==> src/include/exe_defines.svh <==
`ifndef EXE_DEFINES_SVH
`define EXE_DEFINES_SVH

// datapath width
`define EXE_XLEN 32

// register file address width
`define EXE_REG_AW 5

// start to done latency of the divider
// one load cycle plus one step per quotient bit
`define EXE_DIV_CYCLES 33

`endif

==> src/rtl/exe_pkg.sv <==
`include "exe_defines.svh"

package exe_pkg;

    // one-hot, add sits in bit 0 and lui in bit 11
    typedef struct packed {
        logic lui;
        logic sra;
        logic srl;
        logic sll;
        logic op_xor;
        logic op_or;
        logic op_nor;
        logic op_and;
        logic sltu;
        logic slt;
        logic sub;
        logic add;
    } alu_op_t;

    typedef struct packed {
        logic may_jump;
        logic use_rj_value;  // jirl style target
        logic use_less;
        logic need_less;
        logic use_zero;
        logic need_zero;
        logic pred_taken;    // front-end guess
        logic src1_is_pc;
        logic src2_is_imm;
    } branch_ctl_t;

    typedef struct packed {
        alu_op_t                  alu_op;
        branch_ctl_t              branch_ctl;
        logic                     src2_is_4;
        logic                     gr_we;
        logic [`EXE_REG_AW-1:0]   dest;
        logic [`EXE_XLEN-1:0]     imm;
        logic [`EXE_REG_AW-1:0]   rf_raddr1;
        logic [`EXE_REG_AW-1:0]   rf_raddr2;
        logic [`EXE_XLEN-1:0]     rj_value;   // register file copy
        logic [`EXE_XLEN-1:0]     rkd_value;  // register file copy
        logic [`EXE_XLEN-1:0]     pc;
        logic                     use_div;
        logic                     div_signed;
        logic                     use_mod;
    } issue_t;

    typedef struct packed {
        logic                     valid;
        logic                     we;
        logic [`EXE_REG_AW-1:0]   dest;
        logic [`EXE_XLEN-1:0]     data;
    } fwd_t;

    typedef struct packed {
        logic                     gr_we;
        logic [`EXE_REG_AW-1:0]   dest;
        logic [`EXE_XLEN-1:0]     result;
        logic [`EXE_XLEN-1:0]     pc;
    } wb_t;

    typedef struct packed {
        logic                     flush;
        logic [`EXE_XLEN-1:0]     target;
    } br_t;

    typedef struct packed {
        logic                     valid;
        logic [`EXE_XLEN-1:0]     pc;
        logic                     taken;
        logic                     mispredict;
        logic [`EXE_XLEN-1:0]     target;
        logic                     spare;
    } bpu_upd_t;

endpackage

==> src/rtl/alu.sv <==
`timescale 1ns/1ns
`include "exe_defines.svh"

module alu (
    input  exe_pkg::alu_op_t     alu_op,
    input  logic [`EXE_XLEN-1:0] src1,
    input  logic [`EXE_XLEN-1:0] src2,
    output logic [`EXE_XLEN-1:0] result,
    output logic                 zero,
    output logic                 less
);

    localparam int SHW = $clog2(`EXE_XLEN);

    logic [`EXE_XLEN-1:0] sum;
    logic [`EXE_XLEN-1:0] diff;
    logic [SHW-1:0]       shamt;
    logic                 slt_res;
    logic                 sltu_res;
    logic [`EXE_XLEN-1:0] sra_res;

    assign sum      = src1 + src2;
    assign diff     = src1 - src2;
    assign shamt    = src2[SHW-1:0];  // low five bits only
    assign slt_res  = $signed(src1) < $signed(src2);
    assign sltu_res = src1 < src2;
    assign sra_res  = $unsigned($signed(src1) >>> shamt);

    // flags feed branch resolution
    assign zero = (src1 == src2);
    assign less = alu_op.slt ? slt_res : sltu_res;

    // and-or mux, one lane is live at a time
    always_comb
    begin
        result = {`EXE_XLEN{alu_op.add}}    & sum
               | {`EXE_XLEN{alu_op.sub}}    & diff
               | {`EXE_XLEN{alu_op.slt}}    & {{(`EXE_XLEN-1){1'b0}}, slt_res}
               | {`EXE_XLEN{alu_op.sltu}}   & {{(`EXE_XLEN-1){1'b0}}, sltu_res}
               | {`EXE_XLEN{alu_op.op_and}} & (src1 & src2)
               | {`EXE_XLEN{alu_op.op_nor}} & ~(src1 | src2)
               | {`EXE_XLEN{alu_op.op_or}}  & (src1 | src2)
               | {`EXE_XLEN{alu_op.op_xor}} & (src1 ^ src2)
               | {`EXE_XLEN{alu_op.sll}}    & (src1 << shamt)
               | {`EXE_XLEN{alu_op.srl}}    & (src1 >> shamt)
               | {`EXE_XLEN{alu_op.sra}}    & sra_res
               | {`EXE_XLEN{alu_op.lui}}    & src2;  // immediate already shifted by decode
    end

    // decode must never select two operations at once
    always_comb
    begin
        assert final ($isunknown(alu_op) || $onehot0(alu_op))
            else $error("alu_op not one-hot: %b", alu_op);
    end

endmodule

==> src/rtl/branch_resolve.sv <==
`timescale 1ns/1ns
`include "exe_defines.svh"

module branch_resolve (
    input  logic                   valid,
    input  exe_pkg::branch_ctl_t   ctl,
    input  logic [`EXE_XLEN-1:0]   pc,
    input  logic [`EXE_XLEN-1:0]   imm,
    input  logic [`EXE_XLEN-1:0]   rj_value,
    input  logic                   zero,
    input  logic                   less,
    output exe_pkg::br_t           br_bus,
    output exe_pkg::bpu_upd_t      bpu_upd
);

    logic                 cond_ok;
    logic                 taken;
    logic                 mispredict;
    logic [`EXE_XLEN-1:0] br_target;
    logic [`EXE_XLEN-1:0] seq_pc;

    // unconditional when neither flag is consulted
    assign cond_ok = (!ctl.use_less && !ctl.use_zero)
                   || (ctl.use_less && (less == ctl.need_less))
                   || (ctl.use_zero && (zero == ctl.need_zero));

    assign taken      = ctl.may_jump && cond_ok;
    assign mispredict = taken != ctl.pred_taken;

    assign br_target = (ctl.use_rj_value ? rj_value : pc) + imm;
    assign seq_pc    = pc + `EXE_XLEN'd4;

    // redirect to the real next pc
    assign br_bus.flush  = mispredict && valid;
    assign br_bus.target = taken ? br_target : seq_pc;

    assign bpu_upd.valid      = valid && ctl.may_jump;
    assign bpu_upd.pc         = pc;
    assign bpu_upd.taken      = taken;
    assign bpu_upd.mispredict = mispredict;
    assign bpu_upd.target     = br_target;
    assign bpu_upd.spare      = 1'b0;

endmodule

==> src/rtl/div_unit.sv <==
`timescale 1ns/1ns
`include "exe_defines.svh"

module div_unit (
    input  logic                 clk,
    input  logic                 reset,
    input  logic                 start,
    input  logic                 div_signed,
    input  logic                 use_mod,
    input  logic [`EXE_XLEN-1:0] x,
    input  logic [`EXE_XLEN-1:0] y,
    output logic [`EXE_XLEN-1:0] result,
    output logic                 busy,
    output logic                 done
);

    localparam int CNT_W = $clog2(`EXE_DIV_CYCLES);
    localparam int MSB   = `EXE_XLEN - 1;

    logic [CNT_W-1:0]     step;
    logic [`EXE_XLEN-1:0] x_abs;
    logic [`EXE_XLEN-1:0] y_abs;
    logic [`EXE_XLEN-1:0] quo;   // dividend shifts out, quotient shifts in
    logic [`EXE_XLEN-1:0] rem;
    logic [`EXE_XLEN-1:0] dvs;
    logic [`EXE_XLEN:0]   trial;
    logic                 q_neg;
    logic                 r_neg;
    logic                 mod_sel;

    assign x_abs = (div_signed && x[MSB]) ? -x : x;
    assign y_abs = (div_signed && y[MSB]) ? -y : y;

    // partial remainder with next dividend bit, minus divisor
    assign trial = {rem, quo[MSB]} - {1'b0, dvs};

    always_ff @(posedge clk)
    begin
        if (reset)
        begin
            busy <= 1'b0;
            done <= 1'b0;
            step <= '0;
        end
        else
        begin
            done <= 1'b0;  // single cycle pulse
            if (start)
            begin
                busy <= 1'b1;
                step <= '0;
            end
            else if (busy)
            begin
                step <= step + 1'b1;
                if (step == CNT_W'(`EXE_DIV_CYCLES - 2))
                begin
                    busy <= 1'b0;
                    done <= 1'b1;
                end
            end
        end
    end

    always_ff @(posedge clk)
    begin
        if (start)
        begin
            quo     <= x_abs;
            rem     <= '0;
            dvs     <= y_abs;
            q_neg   <= div_signed & (x[MSB] ^ y[MSB]);
            r_neg   <= div_signed & x[MSB];  // remainder follows the dividend
            mod_sel <= use_mod;
        end
        else if (busy)
        begin
            if (!trial[`EXE_XLEN])
            begin
                rem <= trial[MSB:0];
                quo <= {quo[MSB-1:0], 1'b1};
            end
            else
            begin
                rem <= {rem[MSB-1:0], quo[MSB]};  // restore
                quo <= {quo[MSB-1:0], 1'b0};
            end
        end
    end

    // registers are frozen after the last step so this holds until the next start
    assign result = mod_sel ? (r_neg ? -rem : rem)
                            : (q_neg ? -quo : quo);

    a_no_start_busy: assert property (@(posedge clk) disable iff (reset) start |-> !busy)
        else $error("divider started while busy");

endmodule

==> src/rtl/exe_stage.sv <==
`timescale 1ns/1ns
`include "exe_defines.svh"

module exe_stage (
    input  logic                clk,
    input  logic                reset,
    input  logic                in_valid,
    input  exe_pkg::issue_t     in_bus,
    input  exe_pkg::fwd_t       fwd_1,
    input  exe_pkg::fwd_t       fwd_2,
    input  logic                ws_ready,
    output logic                ready,
    output logic                stall_n,
    output logic                out_valid,
    output exe_pkg::wb_t        out_bus,
    output exe_pkg::br_t        br_bus,
    output exe_pkg::bpu_upd_t   bpu_upd
);

    logic [`EXE_XLEN-1:0] rj_value;
    logic [`EXE_XLEN-1:0] rkd_value;
    logic [`EXE_XLEN-1:0] src1;
    logic [`EXE_XLEN-1:0] src2;
    logic [`EXE_XLEN-1:0] alu_result;
    logic [`EXE_XLEN-1:0] div_result;
    logic                 zero;
    logic                 less;
    logic                 div_start;
    logic                 div_busy;
    logic                 div_done;

    assign ready = ws_ready;  // no buffering of our own

    assign src1 = in_bus.branch_ctl.src1_is_pc ? in_bus.pc : rj_value;
    assign src2 = in_bus.branch_ctl.src2_is_imm ? in_bus.imm
                : in_bus.src2_is_4              ? `EXE_XLEN'd4
                :                                 rkd_value;

    operand_forward i_operand_forward (
        .raddr1    (in_bus.rf_raddr1),
        .raddr2    (in_bus.rf_raddr2),
        .rf_rj     (in_bus.rj_value),
        .rf_rkd    (in_bus.rkd_value),
        .fwd_1     (fwd_1),
        .fwd_2     (fwd_2),
        .rj_value  (rj_value),
        .rkd_value (rkd_value)
    );

    alu i_alu (
        .alu_op (in_bus.alu_op),
        .src1   (src1),
        .src2   (src2),
        .result (alu_result),
        .zero   (zero),
        .less   (less)
    );

    div_unit i_div_unit (
        .clk        (clk),
        .reset      (reset),
        .start      (div_start),
        .div_signed (in_bus.div_signed),
        .use_mod    (in_bus.use_mod),
        .x          (src1),
        .y          (src2),
        .result     (div_result),
        .busy       (div_busy),
        .done       (div_done)
    );

    // target adds to the forwarded rj, not src1
    branch_resolve i_branch_resolve (
        .valid    (in_valid),
        .ctl      (in_bus.branch_ctl),
        .pc       (in_bus.pc),
        .imm      (in_bus.imm),
        .rj_value (rj_value),
        .zero     (zero),
        .less     (less),
        .br_bus   (br_bus),
        .bpu_upd  (bpu_upd)
    );

    exe_writeback_reg i_exe_writeback_reg (
        .clk        (clk),
        .reset      (reset),
        .in_valid   (in_valid),
        .ws_ready   (ws_ready),
        .gr_we      (in_bus.gr_we),
        .use_div    (in_bus.use_div),
        .div_done   (div_done),
        .div_busy   (div_busy),
        .dest       (in_bus.dest),
        .pc         (in_bus.pc),
        .alu_result (alu_result),
        .div_result (div_result),
        .div_start  (div_start),
        .stall_n    (stall_n),
        .out_valid  (out_valid),
        .out_bus    (out_bus)
    );

endmodule

==> src/rtl/exe_writeback_reg.sv <==
`timescale 1ns/1ns
`include "exe_defines.svh"

module exe_writeback_reg (
    input  logic                   clk,
    input  logic                   reset,
    input  logic                   in_valid,
    input  logic                   ws_ready,
    input  logic                   gr_we,
    input  logic                   use_div,
    input  logic                   div_done,
    input  logic                   div_busy,
    input  logic [`EXE_REG_AW-1:0] dest,
    input  logic [`EXE_XLEN-1:0]   pc,
    input  logic [`EXE_XLEN-1:0]   alu_result,
    input  logic [`EXE_XLEN-1:0]   div_result,
    output logic                   div_start,
    output logic                   stall_n,
    output logic                   out_valid,
    output exe_pkg::wb_t           out_bus
);

    logic div_ready;  // quotient waiting for writeback to take it
    logic accept;

    assign div_start = in_valid && use_div && !div_busy && !div_done && !div_ready;

    // low from start until the divider reports done
    assign stall_n = !(in_valid && use_div) || div_done || div_ready;

    assign accept = in_valid && stall_n && ws_ready;

    always_ff @(posedge clk)
    begin
        if (reset)
        begin
            div_ready <= 1'b0;
            out_valid <= 1'b0;
        end
        else
        begin
            if (accept)
                div_ready <= 1'b0;
            else if (div_done)
                div_ready <= 1'b1;  // writeback stalled on the done cycle

            if (ws_ready)
                out_valid <= accept;
        end
    end

    always_ff @(posedge clk)
    begin
        if (accept)
        begin
            out_bus.gr_we  <= gr_we;
            out_bus.dest   <= dest;
            out_bus.result <= use_div ? div_result : alu_result;
            out_bus.pc     <= pc;
        end
    end

    a_out_valid_known: assert property (@(posedge clk) disable iff (reset) !$isunknown(out_valid))
        else $error("out_valid unknown");

endmodule

==> src/rtl/operand_forward.sv <==
`timescale 1ns/1ns
`include "exe_defines.svh"

module operand_forward (
    input  logic [`EXE_REG_AW-1:0] raddr1,
    input  logic [`EXE_REG_AW-1:0] raddr2,
    input  logic [`EXE_XLEN-1:0]   rf_rj,
    input  logic [`EXE_XLEN-1:0]   rf_rkd,
    input  exe_pkg::fwd_t          fwd_1,
    input  exe_pkg::fwd_t          fwd_2,
    output logic [`EXE_XLEN-1:0]   rj_value,
    output logic [`EXE_XLEN-1:0]   rkd_value
);

    logic rj_hit_1;
    logic rj_hit_2;
    logic rkd_hit_1;
    logic rkd_hit_2;

    // r0 never forwards, it always reads as zero from the file copy
    function automatic logic fwd_hit(
        input exe_pkg::fwd_t          bus,
        input logic [`EXE_REG_AW-1:0] addr
    );
        fwd_hit = bus.valid && bus.we && (|bus.dest) && (bus.dest == addr);
    endfunction

    assign rj_hit_1  = fwd_hit(fwd_1, raddr1);
    assign rj_hit_2  = fwd_hit(fwd_2, raddr1);
    assign rkd_hit_1 = fwd_hit(fwd_1, raddr2);
    assign rkd_hit_2 = fwd_hit(fwd_2, raddr2);

    // fwd_2 checked first so it wins on a double hit
    always_comb
    begin
        if (rj_hit_2)
            rj_value = fwd_2.data;
        else if (rj_hit_1)
            rj_value = fwd_1.data;
        else
            rj_value = rf_rj;
    end

    always_comb
    begin
        if (rkd_hit_2)
            rkd_value = fwd_2.data;
        else if (rkd_hit_1)
            rkd_value = fwd_1.data;
        else
            rkd_value = rf_rkd;  // no producer in flight
    end

endmodule

==> config.mk <==
export PLATFORM = sky130hd
export DESIGN_NAME = exe_stage
export DESIGN_NICKNAME = d
export VERILOG_FILES = /design/src/rtl/exe_pkg.sv /design/src/rtl/alu.sv /design/src/rtl/branch_resolve.sv /design/src/rtl/div_unit.sv /design/src/rtl/exe_stage.sv /design/src/rtl/exe_writeback_reg.sv /design/src/rtl/operand_forward.sv
export VERILOG_INCLUDE_DIRS = /design/src /design/src/include
export SDC_FILE = /design/constraint.sdc
export NUM_CORES = 1
export LEC_CHECK = 0
export BUFFER_PORTS_ARGS = -buffer_cell sky130_fd_sc_hd__buf_4
export CAP_MARGIN = 10
export CORE_MARGIN = 5
export CORE_UTILIZATION = 31
export DETAILED_ROUTE_END_ITERATION = 7
export GPL_TIMING_DRIVEN = 0
export HOLD_SLACK_MARGIN = 0.03
export PLACE_DENSITY = 0.56
export SLEW_MARGIN = 20
export SYNTH_ARGS = -nofsm -noshare
export SYNTH_HDL_FRONTEND = slang
export SYNTH_HIERARCHICAL = 1
export SYNTH_SLANG_ARGS = --single-unit
==> constraint.sdc <==
create_clock -name clk -period 15.4 [get_ports clk]
set_input_delay 1.54 -clock clk [delete_from_list [all_inputs] [get_ports clk]]
set_output_delay 1.54 -clock clk [all_outputs]
set_load 0.05 [all_outputs]
* Word level (Yosys, flattened, before mapping)
Cells that the tools add are included.
** Storage, ports and cells
- Register bits after elaboration :: 179
- Output and inout bits :: 174
** Operators by class
- Add/sub/neg operators :: 10
- $lt $le $gt $ge :: 2
- Eq/ne operators :: 9
- Shift operators :: 3
- Multiplexer cells :: 24
- Bitwise logic cells :: 31
- Reductions and logical operators :: 38
** Operators by type and width (number)
- two-way mux 32 bit :: 18
- OR 32 bit :: 12
- AND 32 bit :: 11
- negator 32 bit :: 4
- adder 32 bit :: 2
- AND 32 x 1 -> 32 bit :: 2
- less-than comparator 32 bit :: 2
- subtractor 33 x 32 -> 33 bit :: 1
- adder 32 x 3 -> 32 bit, second input constant :: 1
- equality test 32 bit :: 1
- NOT 32 bit :: 1
- left shift 32 x 5 -> 32 bit :: 1
- >> shifter 32 x 5 -> 32 bit :: 1
- >>> shifter 32 x 5 -> 32 bit :: 1
- subtractor 32 bit :: 1
- bitwise XOR 32 bit :: 1
- logical AND 1 bit :: 22
- equality test 5 bit :: 4
- OR reduction 5 bit :: 2
- adder 6 x 1 -> 6 bit, second input constant :: 1
- equality test 6 x 5 -> 1 bit, second input constant :: 1
- zero test 1 bit :: 6
- two-way mux 1 bit :: 6
- logical OR 1 bit :: 4
- other kinds (8) :: 11

* Logic depth before layout (Yosys ltp)
Gate-level depths: netlist of run 1.
- Depth after elaboration :: 21
- Mapped depth :: 31
- Gate-level depth less buffers :: 23

* Modules after synthesis
The synthesis of run 1 kept the hierarchy.
** Modules (own cells, without submodules)
- alu :: times used 1, cells each 1301, area each 9188.8 um^2, seq. area each 0.0 um^2
- div_unit :: times used 1, cells each 1054, area each 8754.6 um^2, seq. area each 2812.7 um^2
- branch_resolve :: times used 1, cells each 449, area each 3221.8 um^2, seq. area each 0.0 um^2
- exe_writeback_reg :: times used 1, cells each 117, area each 2750.1 um^2, seq. area each 2142.1 um^2
- operand_forward :: times used 1, cells each 356, area each 2255.9 um^2, seq. area each 0.0 um^2
- exe_stage :: times used 1, cells each 83, area each 802.0 um^2, seq. area each 0.0 um^2

* Least setup slack after synthesis of run 1
OpenSTA, ideal clock, no wires.
- Kind :: input to output
- Start point :: in fwd_1[35] (netlist bit)
- End point :: out br_bus[14] (netlist bit)
- Arrival :: 8.085 ns
- Path slack :: 5.775 ns
- Cell stages on the path :: 29
- Path buffers :: 8
- Cells stage by stage :: or4_4 > o211ai_4 > buf_6 > o31ai_1 > a31oi_1 > nor2_1 > o21ai_1 > clkbuf_1 > inv_2 > buf_2 > buf_2 > buf_2 > ha_1 > buf_4 > nor2b_1 > o21ai_0 > a21oi_1 > nor4_2 > nor4_1 > o21ai_1 > o21ba_2 > o21ai_0 > o21ai_0 > xnor2_1 > a221oi_1 > nor2b_1 > clkbuf_1 > clkbuf_1 > o21ai_0
** RTL lines
- from (decl) :: line exe_stage.sv:9 : input exe_pkg::fwd_t fwd_1,
- to (decl) :: line exe_stage.sv:16 : output exe_pkg::br_t br_bus,

==> results of run 1 <==
==> through the flow <==
step / util [%] / worst slack, ps / cell area (µm²)
3_3_place_gp: 36.43 / 1697 / 31560
5_1_grt: 37.35 / 2078 / 32350
6_report: 37.36 / 2158 / 32360
2_1_floorplan: - / 5775 / 26970
4_1_cts: 37.32 / 2450 / 32330
3_5_place_dp: 36.58 / 2481 / 31690
==> layout make-up <==
class / instances / share of cell area [%]
diodes: 13 / 0.1005
multi-input cells: 2735 / 61.49
flip-flops and latches: 179 / 15.31
well taps: 1155 / 4.466
repair buffers: 423 / 10.01
clock buffers: 19 / 1.469
plain buffers: 278 / 4.694
inverters: 168 / 1.949
clock inverters: 13 / 0.5104
==> path summary, 6_finish.rpt <==
path | from | to | slack [ps] | cells after the start
min | i_div_unit/done | i_exe_writeback_reg/div_ready | 490 | 2
max reg2reg | i_div_unit/quo[31] | i_div_unit/rem[25] | 11260 | 13
min reg2reg | i_div_unit/done | i_exe_writeback_reg/div_ready | 490 | 2
max | fwd_2[33] | br_bus[22] | 2160 | 32
==> sequential cells by signal, indices dropped and copies added (netlist names) <==
name and cells:
i_div_unit/busy 1, i_div_unit/done 1, i_div_unit/dvs 32, i_div_unit/mod_sel 1, i_div_unit/q_neg 1, i_div_unit/quo 32
i_div_unit/r_neg 1, i_div_unit/rem 32, i_div_unit/step 6, i_exe_writeback_reg/div_ready 1, i_exe_writeback_reg/out_bus 70, i_exe_writeback_reg/out_valid 1
==> metal layers <==
layer	vias to the layer above	part of all wire (%)	track usage [%]
met5	-	0.0089	0
met4	2	6.1	15.14
met3	343	8.9	5.250
met2	1844	45	47.56
met1	14470	40	38.61
li1	13540	-	-
==> layout by cell type, fill, tap and decap left out, drive strengths merged, types with 34 or more instances in the layout <==
master  synthesis  layout
o31ai         109     109
a31oi          90      90
nand2b         36      36
nor4           34      34
o21ai         178     178
buf           145     568
mux2          130     130
xor2          100     100
nor2          264     264
a211oi         50      50
a21o           45      45
nand4          99      99
nand2         262     262
nor3          112     112
dfxtp          42      42
xnor2         155     155
mux2i         118     118
nand3          61      61
clkbuf        133     152
a21oi         246     246
ha            166     166
inv           166     175
edfxtp        137     137
mux4           34      34
==> report_power, final <==
part	leakage, µW	internal [µW]	switching [µW]	total (µW)
sequential	0.00162	579	70.1	649
combinational	0.0109	650	1230	1880
clock	0.000309	241	253	494
==> cells by family (layout without fill, tap and decap cells) <==
logic type,after synthesis,count (layout)
AOI/OAI and AO/OA,1017,1017
xor gates and xnor gates,255,255
adders and majority gates,170,170
buffers and inverters,446,901
DFF,179,179
muxes,282,282
other,1,14
and+or+nand+nor,1010,1010
==> worst min-delay path, delay by kind of cell (launching register included) <==
family,cells,cell delay [ps]
AND/OR/NAND/NOR,2,140
flip-flops,1,310
==> summary.md, run 1 <==
| Metric | Value |
|---|---|
| Maximum vdd drop | `0.08572 mV` |
| Post-DR vias/cell | `6.061` |
| Syn nets | `3781` |
| Main combinational cell family by area after synthesis | `compound AO/OA/AOI/OAI gates` |
| Antenna violations before repair | `17` |
| Num CTS Buffers | `17` |
| Total gr overflow | `0` |
| Fin crit period | `13240 ps` |
| Post-detailed-route wirelength per cell | `29.32 µm` |
| Post-Layout Cell Count | `4983` |
| Core area | `86620 µm²` |
| Area contributors post-synth | `edfxtp_1 (15%), ha_1 (7.7%), xnor2_1 (5.0%)` |
| Required @ worst endpoint | `13860 ps` |
| Deepest clock path buffer count | `2` |
| Footprint of the multi-input gates | `19900 µm²` |
| H-Tree Level Count | `4` |
| Highest clock rate | `0.07552 GHz` |
| Startpoint Class | `input pin` |
| GPL Wtd Cong | `1.035` |
| Reg clk slew, reported paths | `80 ps` |
| Number of synthesized flops with an enable pin | `137` |
| Max_cap viols | `0` |
| Synth cell count leaders | `nor2_1 (263), nand2_1 (262), a21oi_1 (245), ha_1 (166)` |
| Placed cell count | `4938` |
| Final setup TNS | `0 ps` |
| Synthesis Warnings | `6` |
| CP Capture Type | `output pin` |
| Tcrit/Tclk final | `85.99%` |
| Largest net degree at the start of global routing | `34` |
| Family with the most delay on the worst path | `buffers and inverters` |
| XOR/XNOR Fraction of Synth Area | `8.280%` |
| WP buf/inv | `12` |
| Syn_area_per_cell | `8.028 µm²` |
| Crit Path Max Fanout | `11` |
| Tot Pwr | `3022 µW` |
| I/O Buffers | `418` |
| Final count of hold timing violations | `0` |
| CTS tree | `yes` |
| Worst Path Class, Setup | `input pin to output pin` |
| Vias in the first global route | `28490` |
| Layout cells sized above 1 | `20.47%` |
| Crit path DAT | `11700 ps` |
| First-pass DRT Iterations | `7` |
| Number of setup violations in the final report | `0` |
| Most numerous cell in the Yosys netlist | `nor2_1` |
| P&R area growth vs syn | `19.97%` |
| Final slew viol count | `0` |
| Number of remaining DRC errors | `0` |
| Synth Register Bits | `179` |
| Antenna viol nets, final | `0` |
| Synth area leader | `edfxtp_1` |
| Outcome | `finished, final reports clean` |
| Routed WL | `146100 µm` |
| Slowest-stage cell, CP | `nor2b_1` |
| Filler cells | `9120` |
| Setup Skew | `21.72 ps` |
| Leak | `0.01282 µW` |
| Postcts setup bufs | `0` |
| Tightest Hold Check Type | `register to register` |
| Die Span Y | `305.0 µm` |
| Die area | `93010 µm²` |
| Yosys cell types | `112` |
| Post-synthesis adder-cell area fraction | `7.997%` |
| Vias post-DR | `30200` |
| Rel. slew slack | `20.02%` |
| Final net count | `4223` |
| Clock root cell | `clkbuf_16` |
| Initial Util | `31.14%` |
| Overall Global Routing Usage | `29.74%` |
| Row count | `108` |
| DRT iter0 DRCs | `3369` |
| Syn Std Cell Area | `26970 µm²` |
| Clk_lat worst skew | `500 ps` |
| Worst Hold Margin | `490.2 ps` |
| Hold_buf cts | `0` |
| Global-route wire length before repair | `206000 µm` |
| Post-synthesis simple-gate area fraction | `18.36%` |
| Post-detail-place hpwl | `120300 µm` |
| P per Cell Area | `93.39 nW/µm²` |
| Cells after Synth | `3360` |
| Synth Area in Compound Gates | `25.65%` |
| FF/Latch Area | `4955 µm²` |
| Clk sink count | `179` |
| Main synth FF type | `edfxtp_1` |
| Post-cts resize count | `0` |
| Worst Tran Pin Value | `1190 ps` |
| Ports | `425` |
| RSZ-0062 raised after global routing | `no` |
| Die Span X | `305.0 µm` |
| Post-synthesis sequential area ratio | `18.37%` |
| Async SR Flop Fraction | `0%` |
| CP peak stage delay | `710 ps` |
| Synth top area share | `15.25%` |
| Mux contribution to synthesized area | `13.36%` |
(Power assumes the default switching activity.)
==> inputs of run 2 (changes only) <==
--- a/config.mk
+++ b/config.mk
@@ -8,7 +8,7 @@
 export LEC_CHECK = 0
 export BUFFER_PORTS_ARGS = -buffer_cell sky130_fd_sc_hd__buf_4
 export CAP_MARGIN = 10
-export CORE_MARGIN = 5
+export CORE_MARGIN = 3
 export CORE_UTILIZATION = 31
 export DETAILED_ROUTE_END_ITERATION = 7
 export GPL_TIMING_DRIVEN = 0
==> run 2 against run 1 <==
Compared with the run above: the flow now finishes with violations (DRC); largest cell class unchanged; die area decreased by 2.6%; fmax rose by 3.5%; clock-buffer cell count decreased by 1; sequential power barely moved; combinational power about the same; register-to-register slack improved by 140 ps; core utilization grew 0.34 points.
==> summary.md, run 2 (same netlist as run 1, synthesis figures left out) <==
| Metric | Value |
|---|---|
| Final slew viol count | `0 (unchanged)` |
| Post-DR vias/cell | `6.043 (-0.30%)` |
| Min-delay src | `i_div_unit/step[5]` |
| Family with the most delay on the worst path | `buffers and inverters` |
| Clock root cell | `clkbuf_16` |
| Initial Util | `31.48% (+0.34 points)` |
| P per Cell Area | `93.44 nW/µm² (about the same)` |
| Highest clock rate | `0.07819 GHz (+3.5%)` |
| Crit Path Max Fanout | `11 (unchanged)` |
| Slowest-stage cell, CP | `nor2b_1` |
| Maximum vdd drop | `0.09056 mV (+5.6%)` |
| Antenna violations before repair | `13 (-4)` |
| Final net count | `4223 (unchanged)` |
| Switching fraction of total power | `51.71% (+0.33 points)` |
| WP buf/inv | `12 (unchanged)` |
| Routed WL | `147900 µm (+1.2%)` |
| Final Cell Area | `32300 µm² (-0.18%)` |
| Cell Area, Placed | `31670 µm² (about the same)` |
| Final count of hold timing violations | `0 (unchanged)` |
| Reg power frac | `21.5% (about the same)` |
| Number of setup violations in the final report | `0 (unchanged)` |
| Reg2Reg Depth | `13 (unchanged)` |
| Outcome | `finished with violations` |
| Vias in the first global route | `28640 (+0.55%)` |
| R2R Path Start | `i_div_unit/quo[31]` |
| Largest net degree at the start of global routing | `34 (unchanged)` |
| Switch Pwr | `1561 µW (+0.52%)` |
| Commonest non-fill, non-tap cell in the layout | `buf_4` |
| CTS tree | `yes` |
| GPL Wtd Cong | `1.020 (-1.4%)` |
| Tcrit/Tclk final | `83.05% (-2.9 points)` |
| Worst Path Class, Setup | `input pin to output pin` |
| Postcts setup bufs | `0 (unchanged)` |
| Worst Hold Path EP | `i_div_unit/done` |
| WP depth | `33 (+3.1%)` |
| Setup Skew | `39.97 ps (+18.26 ps)` |
| Reg2reg end | `i_div_unit/rem[26]` |
| Failing checks | `DRC` |
| Int Power | `1458 µW (-0.81%)` |
| Post-detailed-route wirelength per cell | `29.77 µm (+1.5%)` |
| RSZ-0062 raised after global routing | `no` |
| Number of remaining DRC errors | `1 (+1)` |
| Clock power frac | `16.1% (-0.2 points)` |
| Row count | `107 (-0.93%)` |
| CP peak stage delay | `700 ps (about the same)` |
| Max_cap viols | `0 (unchanged)` |
| Overall Global Routing Usage | `31.62% (+1.9 points)` |
| Antenna viol nets, final | `0 (unchanged)` |
| Largest register FFs | `70 (unchanged)` |
| Core area | `85680 µm² (-1.1%)` |
| Required @ worst endpoint | `13860 ps (about the same)` |
| Fin crit period | `12790 ps (-453.0 ps)` |
| I/O Buffers | `418 (unchanged)` |
| DRT iter0 DRCs | `3480 (+3.3%)` |
| CP Capture Type | `output pin` |
| Clk_lat worst skew | `530 ps (+30 ps)` |
| Deepest clock path buffer count | `2 (unchanged)` |
| Startpoint Class | `input pin` |
| Ports | `425 (unchanged)` |
| Global-route wire length before repair | `209300 µm (+1.6%)` |
| Total gr overflow | `0 (unchanged)` |
| Final setup TNS | `0 ps (unchanged)` |
| Post-detail-place hpwl | `120700 µm (+0.36%)` |
| H-Tree Level Count | `4 (unchanged)` |
| P&R area growth vs syn | `19.76%` |
| Worst R2R Setup Slack | `11400 ps (+140 ps)` |
| Hold_buf cts | `0 (unchanged)` |
| Post-cts resize count | `0 (unchanged)` |
| Die Span X | `301.0 µm (-1.3%)` |
| Worst Tran Pin Value | `1194 ps (+4.100 ps)` |
| Reg clk slew, reported paths | `80 ps (about the same)` |
| Most frequent cells in the layout | `buf_4 (478), nand2_1 (262), nor2_1 (261)` |
| WHS Path Cells | `1 (-1)` |
| Biggest register | `i_exe_writeback_reg/out_bus` |
| Vias post-DR | `30020 (-0.60%)` |
| First-pass DRT Iterations | `8 (+1)` |
| Num CTS Buffers | `17 (unchanged)` |
| Leak | `0.01281 µW (about the same)` |
| Die Span Y | `301.0 µm (-1.3%)` |
| Power share of the combinational group | `62.4% (+0.2 points)` |
| Die area | `90590 µm² (-2.6%)` |
| Tightest Hold Check Type | `register to register` |
| Clk sink count | `179 (unchanged)` |
| Layout cells sized above 1 | `20.45% (-0.026 points)` |
| Crit path DAT | `11250 ps (-450 ps)` |
| Rel. slew slack | `19.89% (-0.13 points)` |
==> run 2: changes by cell type in the layout (fill, tap and decap cells not counted) <==
cell        before  now
o21ai_2          3    2
inv_12           3    2
diode_2         13    9
o21ai_1         13   14
clkinv_2         0    2
clkinvlp_4       1    0
inv_6            3    2
clkinv_4         0    2
clkbuf_16       19   18
==> run 2: area by class of cell <==
type / count / area (µm²)
diodes: 9 / 22.52
plain buffers: 278 / 1519
clock buffers: 18 / 450.4
clock inverters: 14 / 160.2
fillers: 9151 / 53380
inverters: 168 / 630.6
multi-input cells: 2735 / 19890
flip-flops and latches: 179 / 4955
well taps: 1144 / 1431
repair buffers: 423 / 3241
==> run 2: worst register-to-register path, delay by kind of cell, from the launching register on <==
family,cells,cell delay [ps]
flops,1,420
buf+inv,2,430
mux,1,140
simple gates,2,290
compound gates,6,2200
fa+ha+maj,2,420
==> run 2: power groups by stage <==
| stage | Clock (µW) | Combinational [µW] | Sequential [µW] |
|---|---|---|---|
| finish | 485 | 1880 | 650 |
| global route | 511 | 1990 | 655 |
| CTS | 495 | 1840 | 649 |
| detailed placement | 0 | 1840 | 659 |
| global placement | 0 | 1840 | 661 |
| floorplan | 0 | 1190 | 663 |
==> run 2: routing by layer <==
metal  global-route usage (%)  share of wire [%]  vias up
met5                        0                  0        -
met4                    16.76                5.9        0
met3                    5.047                8.1      320
met2                    49.61                 45     1665
met1                    41.64                 42    14530
li1                         -                  -    13500
==> run 2: worst max-delay path by stage <==
stage	from	to
final	fwd_1[35]	br_bus[4]
after global routing	fwd_1[35]	br_bus[13]
after CTS	fwd_1[35]	br_bus[4]
after detailed placement	fwd_1[35]	br_bus[4]
after global placement	fwd_1[35]	br_bus[17]
after floorplan	fwd_1[35]	br_bus[14]
==> run 2: per-stage QoR <==
step | worst slack, ps | hold WS (ps) | util, % | instances | total power, µW
6_report | 2611 | 480.8 | 37.70 | 4968 | 3018
5_1_grt | 2249 | 503.9 | 37.70 | 4968 | 3155
4_1_cts | 2772 | 480.8 | 37.68 | 4959 | 2989
3_5_place_dp | 2798 | 465.3 | 36.96 | 4927 | 2494
3_3_place_gp | 2196 | 465.6 | 36.81 | 4922 | 2498
2_1_floorplan | 5775 | 423.9 | - | 3360 | 1849
